File: src/common/gamePkg.sv
package gamePkg;

    // Switch and LED move pattern, one-hot when valid
    typedef logic [3:0] move_t;

    // Table address or round number
    typedef logic [3:0] addr_t;

    // Timer count
    typedef logic [15:0] cycles_t;

    // Value fed to a seven-segment decoder
    typedef logic [3:0] hexDigit_t;

    // Active high segments, bit 0 is a and bit 6 is g
    typedef logic [6:0] segments_t;

    // State code doubles as the debug digit on the display
    typedef enum logic [3:0] {
        Idle      = 4'd0,
        Prep      = 4'd1,
        ShowOn    = 4'd2,
        ShowOff   = 4'd3,
        WaitMove  = 4'd4,
        CheckMove = 4'd5,
        NextRound = 4'd6,
        Won       = 4'd10,
        Lost      = 4'd14,
        TimedOut  = 4'd15
    } gameStateE;

    // Strobes from the control unit, each acts in the cycle it is high
    typedef struct packed {
        logic captureLevels;
        logic clearRound;
        logic incRound;
        logic clearAddr;
        logic incAddr;
        logic clearShow;
        logic runShow;
        logic clearTimer;
        logic runTimer;
        logic enableMove;
        logic showLed;
    } dpCtrl_t;

    // Conditions returned by the datapath
    typedef struct packed {
        logic showDone;
        logic addrAtRound;
        logic lastRound;
        logic timerDone;
        logic movePending;
        logic moveCorrect;
        logic levelRounds;
        logic levelTime;
    } dpStatus_t;

endpackage
File: src/rtl/memoryGame.sv
module memoryGame #(
    parameter int unsigned ShowCycles   = 4,
    parameter int unsigned TimeoutShort = 40,
    parameter int unsigned TimeoutLong  = 120
) (
    input  logic               clock,
    input  logic               rst,
    input  logic               iniciar,
    input  gamePkg::move_t     chaves,
    input  logic               nivelJogadas,
    input  logic               nivelTempo,

    output logic               acertou,
    output logic               errou,
    output logic               pronto,
    output logic               vezJogador,
    output logic               timeout,
    output gamePkg::move_t     leds,

    output logic               dbIgual,
    output logic               dbNivelJogadas,
    output logic               dbNivelTempo,
    output logic               dbTemJogada,
    output gamePkg::segments_t dbContagem,
    output gamePkg::segments_t dbMemoria,
    output gamePkg::segments_t dbEstado
);

    gamePkg::dpCtrl_t   ctrl;
    gamePkg::dpStatus_t status;
    gamePkg::hexDigit_t addrDigit;
    gamePkg::hexDigit_t memDigit;
    gamePkg::hexDigit_t stateDigit;

    gameDatapath #(
        .ShowCycles   (ShowCycles),
        .TimeoutShort (TimeoutShort),
        .TimeoutLong  (TimeoutLong)
    ) u_datapath (
        .clock        (clock),
        .rst          (rst),
        .chaves       (chaves),
        .nivelJogadas (nivelJogadas),
        .nivelTempo   (nivelTempo),
        .ctrl         (ctrl),
        .status       (status),
        .leds         (leds),
        .addrDigit    (addrDigit),
        .memDigit     (memDigit)
    );

    gameControl u_control (
        .clock      (clock),
        .rst        (rst),
        .iniciar    (iniciar),
        .status     (status),
        .ctrl       (ctrl),
        .acertou    (acertou),
        .errou      (errou),
        .pronto     (pronto),
        .vezJogador (vezJogador),
        .timeout    (timeout),
        .stateDigit (stateDigit)
    );

    // Debug bits straight from the datapath status
    assign dbIgual        = status.moveCorrect;
    assign dbNivelJogadas = status.levelRounds;
    assign dbNivelTempo   = status.levelTime;
    assign dbTemJogada    = status.movePending;

    // Address counter
    hexDisplay u_hexContagem (
        .digit    (addrDigit),
        .segments (dbContagem)
    );

    // Table entry at the current address
    hexDisplay u_hexMemoria (
        .digit    (memDigit),
        .segments (dbMemoria)
    );

    hexDisplay u_hexEstado (
        .digit    (stateDigit),
        .segments (dbEstado)
    );

endmodule

File: src/rtl/hexDisplay.sv
module hexDisplay (
    input  gamePkg::hexDigit_t digit,
    output gamePkg::segments_t segments
);

    // Bit order g f e d c b a
    always_comb begin
        case (digit)
            4'h0:    segments = 7'b0111111;
            4'h1:    segments = 7'b0000110;
            4'h2:    segments = 7'b1011011;
            4'h3:    segments = 7'b1001111;
            4'h4:    segments = 7'b1100110;
            4'h5:    segments = 7'b1101101;
            4'h6:    segments = 7'b1111101;
            4'h7:    segments = 7'b0000111;
            4'h8:    segments = 7'b1111111;
            4'h9:    segments = 7'b1101111;
            4'hA:    segments = 7'b1110111;
            4'hB:    segments = 7'b1111100;
            4'hC:    segments = 7'b0111001;
            4'hD:    segments = 7'b1011110;
            4'hE:    segments = 7'b1111001;
            default: segments = 7'b1110001;
        endcase
    end

endmodule

File: src/control/gameControl.sv
module gameControl (
    input  logic                clock,
    input  logic                rst,
    input  logic                iniciar,
    input  gamePkg::dpStatus_t  status,
    output gamePkg::dpCtrl_t    ctrl,
    output logic                acertou,
    output logic                errou,
    output logic                pronto,
    output logic                vezJogador,
    output logic                timeout,
    output gamePkg::hexDigit_t  stateDigit
);

    gamePkg::gameStateE state;
    gamePkg::gameStateE stateNext;

    always_comb begin
        stateNext = state;
        ctrl      = '0;

        unique case (state)
            gamePkg::Idle,
            gamePkg::Won,
            gamePkg::Lost,
            gamePkg::TimedOut: begin
                if (iniciar) begin
                    stateNext = gamePkg::Prep;
                end
            end

            gamePkg::Prep: begin
                ctrl.captureLevels = 1'b1;
                ctrl.clearRound    = 1'b1;
                ctrl.clearAddr     = 1'b1;
                ctrl.clearShow     = 1'b1;
                ctrl.clearTimer    = 1'b1;
                stateNext          = gamePkg::ShowOn;
            end

            // Move lit for ShowCycles cycles
            gamePkg::ShowOn: begin
                ctrl.showLed = 1'b1;
                ctrl.runShow = 1'b1;
                if (status.showDone) begin
                    ctrl.clearShow = 1'b1;
                    stateNext      = gamePkg::ShowOff;
                end
            end

            // Dark gap, then next move or the player's turn
            gamePkg::ShowOff: begin
                ctrl.runShow = 1'b1;
                if (status.showDone) begin
                    ctrl.clearShow = 1'b1;
                    if (status.addrAtRound) begin
                        ctrl.clearAddr  = 1'b1;
                        ctrl.clearTimer = 1'b1;
                        stateNext       = gamePkg::WaitMove;
                    end else begin
                        ctrl.incAddr = 1'b1;
                        stateNext    = gamePkg::ShowOn;
                    end
                end
            end

            gamePkg::WaitMove: begin
                ctrl.enableMove = 1'b1;
                ctrl.runTimer   = 1'b1;
                // A move that lands with the limit still counts
                if (status.movePending) begin
                    stateNext = gamePkg::CheckMove;
                end else if (status.timerDone) begin
                    stateNext = gamePkg::TimedOut;
                end
            end

            gamePkg::CheckMove: begin
                if (!status.moveCorrect) begin
                    stateNext = gamePkg::Lost;
                end else if (!status.addrAtRound) begin
                    ctrl.incAddr    = 1'b1;
                    ctrl.clearTimer = 1'b1;
                    stateNext       = gamePkg::WaitMove;
                end else if (status.lastRound) begin
                    stateNext = gamePkg::Won;
                end else begin
                    stateNext = gamePkg::NextRound;
                end
            end

            gamePkg::NextRound: begin
                ctrl.incRound  = 1'b1;
                ctrl.clearAddr = 1'b1;
                ctrl.clearShow = 1'b1;
                stateNext      = gamePkg::ShowOn;
            end

            default: begin
                stateNext = gamePkg::Idle;
            end
        endcase
    end

    // Outputs follow the next state so they line up with the state register
    always_ff @(posedge clock) begin
        if (rst) begin
            state      <= gamePkg::Idle;
            acertou    <= 1'b0;
            errou      <= 1'b0;
            timeout    <= 1'b0;
            pronto     <= 1'b0;
            vezJogador <= 1'b0;
        end else begin
            state      <= stateNext;
            acertou    <= (stateNext == gamePkg::Won);
            errou      <= (stateNext == gamePkg::Lost);
            timeout    <= (stateNext == gamePkg::TimedOut);
            pronto     <= (stateNext == gamePkg::Won) || (stateNext == gamePkg::Lost)
                       || (stateNext == gamePkg::TimedOut);
            vezJogador <= (stateNext == gamePkg::WaitMove)
                       || (stateNext == gamePkg::CheckMove);
        end
    end

    assign stateDigit = gamePkg::hexDigit_t'(state);

    // One outcome per game
    assert property (@(posedge clock) disable iff (rst)
        $onehot0({acertou, errou, timeout}))
    else $error("gameControl: more than one end-of-game output high");

endmodule

File: src/datapath/gameDatapath.sv
module gameDatapath #(
    parameter int unsigned ShowCycles   = 4,
    parameter int unsigned TimeoutShort = 40,
    parameter int unsigned TimeoutLong  = 120
) (
    input  logic                clock,
    input  logic                rst,
    input  gamePkg::move_t      chaves,
    input  logic                nivelJogadas,
    input  logic                nivelTempo,
    input  gamePkg::dpCtrl_t    ctrl,
    output gamePkg::dpStatus_t  status,
    output gamePkg::move_t      leds,
    output gamePkg::hexDigit_t  addrDigit,
    output gamePkg::hexDigit_t  memDigit
);

    gamePkg::addr_t   roundCnt;
    gamePkg::addr_t   addrCnt;
    gamePkg::cycles_t showCnt;
    gamePkg::cycles_t timerCnt;
    gamePkg::cycles_t timerLimit;
    gamePkg::move_t   memMove;
    gamePkg::move_t   prevChaves;
    gamePkg::move_t   storedMove;
    logic             levelRounds;
    logic             levelTime;
    logic             movePending;
    logic             moveAccept;
    logic             showDone;
    logic             timerDone;

    seqMemory u_seqMemory (
        .addr (addrCnt),
        .move (memMove)
    );

    // Levels are frozen for the whole game
    always_ff @(posedge clock) begin
        if (rst) begin
            levelRounds <= 1'b0;
            levelTime   <= 1'b0;
        end else if (ctrl.captureLevels) begin
            levelRounds <= nivelJogadas;
            levelTime   <= nivelTempo;
        end
    end

    always_ff @(posedge clock) begin
        if (rst || ctrl.clearRound) begin
            roundCnt <= '0;
        end else if (ctrl.incRound) begin
            roundCnt <= roundCnt + 1'b1;
        end
    end

    always_ff @(posedge clock) begin
        if (rst || ctrl.clearAddr) begin
            addrCnt <= '0;
        end else if (ctrl.incAddr) begin
            addrCnt <= addrCnt + 1'b1;
        end
    end

    // Show timer paces both the lit and the dark half of a shown move
    always_ff @(posedge clock) begin
        if (rst || ctrl.clearShow) begin
            showCnt <= '0;
        end else if (ctrl.runShow) begin
            showCnt <= showCnt + 1'b1;
        end
    end

    assign showDone = (showCnt == gamePkg::cycles_t'(ShowCycles - 1));

    // Time limit, holds once reached
    assign timerLimit = levelTime ? gamePkg::cycles_t'(TimeoutLong)
                                  : gamePkg::cycles_t'(TimeoutShort);
    assign timerDone  = (timerCnt == timerLimit);

    always_ff @(posedge clock) begin
        if (rst || ctrl.clearTimer) begin
            timerCnt <= '0;
        end else if (ctrl.runTimer && !timerDone) begin
            timerCnt <= timerCnt + 1'b1;
        end
    end

    // Press after release of the switches
    assign moveAccept = ctrl.enableMove && (chaves != '0) && (prevChaves == '0);

    always_ff @(posedge clock) begin
        if (rst) begin
            prevChaves <= '0;
            storedMove <= '0;
        end else begin
            prevChaves <= chaves;
            if (moveAccept) begin
                storedMove <= chaves;
            end
        end
    end

    always_ff @(posedge clock) begin
        if (rst || ctrl.clearTimer) begin
            movePending <= 1'b0;
        end else if (moveAccept) begin
            movePending <= 1'b1;
        end
    end

    always_comb begin
        if (ctrl.showLed) begin
            leds = memMove;
        end else if (ctrl.enableMove) begin
            leds = storedMove;
        end else begin
            leds = '0;
        end
    end

    always_comb begin
        status.showDone    = showDone;
        status.addrAtRound = (addrCnt == roundCnt);
        status.lastRound   = (roundCnt == (levelRounds ? 4'd15 : 4'd7));
        status.timerDone   = timerDone;
        status.movePending = movePending;
        // Exact match only, several bits set is a wrong move
        status.moveCorrect = (storedMove == memMove);
        status.levelRounds = levelRounds;
        status.levelTime   = levelTime;
    end

    assign addrDigit = gamePkg::hexDigit_t'(addrCnt);
    assign memDigit  = gamePkg::hexDigit_t'(memMove);

    // Switch activity outside the player's turn must leave no trace
    assert property (@(posedge clock) disable iff (rst)
        !ctrl.enableMove |=> $stable(storedMove) && !$rose(movePending))
    else $error("gameDatapath: move stored while enableMove was low");

endmodule

File: src/datapath/seqMemory.sv
module seqMemory (
    input  gamePkg::addr_t addr,
    output gamePkg::move_t move
);

    // Fixed sequence, every entry lights exactly one LED
    always_comb begin
        case (addr)
            4'd0:    move = 4'b0001;
            4'd1:    move = 4'b0010;
            4'd2:    move = 4'b0100;
            4'd3:    move = 4'b1000;
            4'd4:    move = 4'b0100;
            4'd5:    move = 4'b0010;
            4'd6:    move = 4'b0001;
            4'd7:    move = 4'b0001;
            4'd8:    move = 4'b0010;
            4'd9:    move = 4'b0010;
            4'd10:   move = 4'b0100;
            4'd11:   move = 4'b0100;
            4'd12:   move = 4'b1000;
            4'd13:   move = 4'b1000;
            4'd14:   move = 4'b0001;
            default: move = 4'b0100;
        endcase
    end

    // Every address decodes to a single LED
    always_comb begin
        assert #0 ($onehot(move))
        else $error("seqMemory: entry at address %0d is not one-hot", addr);
    end

endmodule

File: config.mk
export PLATFORM = sky130hd
export DESIGN_NAME = memoryGame
export DESIGN_NICKNAME = d
export VERILOG_FILES = /design/src/common/gamePkg.sv /design/src/rtl/memoryGame.sv /design/src/rtl/hexDisplay.sv /design/src/control/gameControl.sv /design/src/datapath/gameDatapath.sv /design/src/datapath/seqMemory.sv
export SDC_FILE = /design/constraint.sdc
export NUM_CORES = 1
export LEC_CHECK = 0
export ABC_AREA = 0
export CELL_PAD_IN_SITES_DETAIL_PLACEMENT = 1
export CELL_PAD_IN_SITES_GLOBAL_PLACEMENT = 2
export CORE_MARGIN = 1.5
export CORE_UTILIZATION = 39
export CTS_BUF_LIST = sky130_fd_sc_hd__clkbuf_4 sky130_fd_sc_hd__clkbuf_8 sky130_fd_sc_hd__clkbuf_16
export DETAILED_ROUTE_END_ITERATION = 7
export DONT_BUFFER_PORTS = 1
export GPL_TIMING_DRIVEN = 0
export PLACE_DENSITY_LB_ADDON = 0.12
export SYNTH_ARGS = -nofsm -noshare
export SYNTH_HDL_FRONTEND = slang
export SYNTH_SLANG_ARGS = --single-unit
File: constraint.sdc
create_clock -name clock -period 3.75 [get_ports clock]
set_input_delay 0.1875 -clock clock [delete_from_list [all_inputs] [get_ports clock]]
set_output_delay 0.1875 -clock clock [all_outputs]
set_load 0.02 [all_outputs]
==> results.md <==
- The flow ran to the end, and the final reports show no timing, DRC or antenna violations.
- Averaged over all synthesized cells, the footprint is 8.712 um2.
- In this run the worst setup path begins at u_datapath.u_seqMemory.move[2]$_DFF_P_.
- The worst-path maximum fanout is 10.
- The count of cells along the worst hold path is 2.
- The time the final worst path needs with I/O delays and setup is about 3.4 ns.
- Final hold analysis gives a worst-case slack of 0.06993 ns.
- The clock reaches the later pin of the worst-skew pair after 0.37 ns.
- The cell count after synthesis is 483.
- The CTS buffer count is 9.
- Compared with the post-synthesis result, the final layout area differs by 9.872%.
- The initial core utilization is 0.4040.
- The chip height is 106.9 um.
- The floorplan step defined a die boundary enclosing approximately 0.011 mm2.
- The number of warnings reported in the yosys synthesis log is 0.
- Adding up every negative setup slack in the final design gives 0 ns.
- The max-slew violation count is 0.
- The length of the first detailed-routing pass in iterations is 4.
- Setup violations remaining at the end of the flow were counted as 0.
- The class of the tightest hold or removal check is input port to register.
- Summing all placed instances gives a cell area of 0.004378 mm2.
- The count of fill cells added during filler insertion is 1241.
- Internal power comes to 1.126 mW.
- The worst-case clock skew is 0.01444 ns.
- Entering global routing, the biggest net connects 16 pins.
- The endpoint identified for the worst register-to-register timing path is u_datapath.u_seqMemory.move[0]$_DFF_P_.
- The H-tree depth reported by CTS is 3.
- Power spread over the standard cell area amounts to 336.7 mW/mm2.
- The count of cells in the finished layout, fillers not included, comes to 641.
- The global-route wire length before repair is 17860 um.
- The area inside the core boundary is roughly 0.010 mm2.
- The worst pin sits at a relative slew slack of 0.4288.
- The total overflow left after global routing is 0.
- Data arrives at the worst endpoint at 3.62 ns.
- The path with the worst hold slack has its endpoint at u_datapath.roundCnt[0]$_SDFFE_PP0N_.
- The number of antenna violations at the first check in global routing came to 0.
- The netlist area before placement is 0.004208 mm2.
- The count of nets left with antenna violations once routing finished came out at 0.
- The via count of the routed design is between 3000 and 4000.
- Of the total power, registers draw 0.553.
- In the finished design, the share of the clock period the worst path needs comes to 0.9112.
- Once detailed placement completed, the half-perimeter wirelength came to about 8000 um.
- For this block, the routed nets add up to 10650 um of wire.
- The total of max-cap violations is 0.
- Setup repair after global routing left no endpoint under its margin.
- Derived from the worst setup path, the maximum achievable clock frequency is between 0.2 and 0.3 GHz.
- Setup slack on the worst reg-to-reg path comes out at 0.33 ns.
- The synthesized netlist contains 67 unique library cells.
- After detailed placement, the design holds a cell count of 619.
- The startpoint identified for the worst register-to-register timing path is u_datapath.u_seqMemory.move[2]$_DFF_P_.
- After synthesis, the share of flip-flops with an asynchronous set or reset is 0.
- After clock tree synthesis, the clock-pin slew on the worst setup and hold paths is 0.09 ns.
- The row count is 37.
- After detailed routing, the average wire length per cell comes to ~17 um.
- The depth of the worst register-to-register path is 12.
- The total design power is about 1.6 mW.
- The final hold violation count is 0.
- The final-stage net count is 536.
- The switching share of total power is 0.2768.
- The leakage power is roughly 1.7 nW.
- The post-detailed-route DRC marker count is 0.
- The critical path endpoint category is a register.
- In the final layout, the share of cells above drive strength 1 is 0.09901.
- In this run, the number of DRC markers left after iteration 0 of detailed routing was 164.
- The critical hold path startpoint is rst.
- The part of the power in the clock network is 0.379.
- The number of buffers on the longest clock path is 2.
- The net count after synthesis is 519.
- The number of global-route vias before repair is 3480.
- The startpoint type of the worst setup path is a register.
- The worst path required time is 3.95 ns.
- The share of the Yosys chip area taken by registers is 0.3711.
- The I/O pin total is 43.
- The buffer type at the clock tree root is clkbuf_8.
- The synthesized flop and latch total is 78.
- The worst supply voltage drop on vdd is about 0.21 mV.
- The number of buffer cells added on primary ports is 0.
- At the pin with the least slew margin, the transition time is 0.8568 ns.
- In the routed layout, each cell is associated on average with a via count of about 5.2.
- Counting flops with a built-in enable in the synthesized netlist gives 0.
- For this run, the leading register cell type out of synthesis is dfxtp_1.
- The overall die width is ~110 um.
- The congestion estimate from routability-driven global placement came to 0.8202.
- The combinational share of power is 0.068.
- The net switching power is 0.4308 mW.
- The final antenna diode count is 0.
- The final standard cell area without fillers is 0.004623 mm2.
- The sink count of the clock tree is between 70 and 80.
- The critical path is of the register to register type.
- The CTS tree is built.
- The combined global-route utilization of all metal layers is 0.1990.
state kept, by name, summed over array words and instances (netlist names), 4 cells and up:
| register | cells |
|---|---|
| u_datapath.showCnt | 16 |
| u_datapath.roundCnt | 4 |
| u_hexEstado.segments | 7 |
| u_datapath.addrDigit | 4 |
| u_datapath.timerCnt | 16 |
| u_datapath.prevChaves | 4 |
| u_datapath.storedMove | 4 |
| u_hexContagem.segments | 7 |
| u_datapath.u_seqMemory.move | 4 |
| u_control.stateDigit | 4 |
area by class of cell:
cell class | count | area (um2) | share of cell area
timing repair buffer | 6 | 60.06 | 0.01299
clock inverter | 7 | 57.56 | 0.01245
multi-input combinational | 357 | 2441 | 0.5280
tap | 136 | 170.2 | 0.03681
buffer | 17 | 92.59 | 0.02003
inverter | 31 | 116.4 | 0.02517
clock buffer | 9 | 123.9 | 0.02679
sequential | 78 | 1562 | 0.3378
how the worst max path moves through the flow:
stage	end	slack [ns]	cells after the start
2_1_floorplan	u_hexContagem.segments[3]$_DFF_P_	0.88	11
3_3_place_gp	u_datapath.u_seqMemory.move[0]$_DFF_P_	0.14	12
5_1_grt	u_datapath.u_seqMemory.move[0]$_DFF_P_	0.03	12
6_report	u_datapath.u_seqMemory.move[0]$_DFF_P_	0.33	12
3_5_place_dp	u_datapath.u_seqMemory.move[0]$_DFF_P_	0.06	12
4_1_cts	u_datapath.u_seqMemory.move[0]$_DFF_P_	0.05	12
placed cells by master, fill, tap and decap left out, types with 3 or more instances in the layout:
cell type       n
a211oi_1        4
a21oi_1        30
a221oi_1        3
a22o_1          6
a22oi_1         4
and2_1          6
and3_1          5
buf_2           5
clkbuf_1        8
clkbuf_8        9
clkinvlp_4      3
dfxtp_1        78
dlygate4sd3_1   6
ha_1           27
inv_1          31
mux2_2          3
mux2i_1        14
nand2_1        32
nand2b_1        3
nand3_1        16
nand4_1         8
nor2_1         65
nor2b_1         9
nor3_1         11
o21ai_0        12
or3_1          13
xnor2_1        13
xor2_1         24
per-stage QoR:
step / worst slack, ns / utilization
3_3_place_gp: 0.1376 / 0.4203
2_1_floorplan: 0.8802 / -
6_report: 0.3331 / 0.4438
3_5_place_dp: 0.06393 / 0.4203
5_1_grt: 0.03010 / 0.4438
4_1_cts: 0.04668 / 0.4435
power by group through the flow:
stage	sequential, mW	clock, mW	combinational (mW)
after floorplan	0.877	0	0.0724
after global placement	0.880	0	0.0977
after detailed placement	0.880	0	0.0995
after CTS	0.861	0.618	0.106
after global routing	0.863	0.646	0.118
final	0.861	0.591	0.105
cell families after synthesis:
| kind of cell | after synthesis | share of synthesized area |
|---|---|---|
| and+or+nand+nor | 192 | 0.2397 |
| AOI/OAI and AO/OA | 82 | 0.1302 |
| DFF | 78 | 0.3711 |
| buffers and inverters | 48 | 0.04966 |
| xor gates and xnor gates | 37 | 0.07701 |
| adders and majority gates | 27 | 0.08028 |
| muxes | 19 | 0.05203 |
layer usage:
layer	track usage	share of wire	vias to the layer above
met4	0.06000	0.011	0
met2	0.3352	0.49	35
met1	0.2588	0.48	1615
met5	0	0	-
met3	0.03587	0.019	8
li1	-	-	1704
synthesized netlist by cell type (all sizes together), types with 5 or more instances:
library cell	number	area, um2
a211oi	5	42.54
a21oi	32	163.9
a22o	6	52.55
and2	6	37.54
and3	5	31.28
buf	9	62.55
clkbuf	8	30.03
dfxtp	78	1562
ha	27	337.8
inv	31	116.4
mux2i	14	140.1
nand2	33	126.4
nand3	17	90.09
nand4	9	62.56
nor2	66	250.2
nor2b	9	56.30
nor3	12	65.06
nor4	5	58.80
o21ai	14	73.82
or3	13	81.33
xnor2	13	113.9
xor2	24	210.2
timing repair:
item,in CTS,in global routing
endpoints found under the hold margin,10,0
gates resized for setup,0,1
hold buffers,6,0
buffers inserted,0,0
setup endpoints to repair,0,7
worst max-delay path, stage by stage (launching register included):
cell      delay, ns
dfxtp_1        0.31
buf_6          0.14
xor2_1         0.16
nor4_4         0.70
nand2_1        0.18
a21o_1         0.21
or2_1          0.24
a21oi_2        0.37
inv_1          0.23
ha_1           0.25
nand3_1        0.11
a21boi_0       0.18
o21ai_0        0.18
Note: power is estimated with default switching activity, not from simulation.
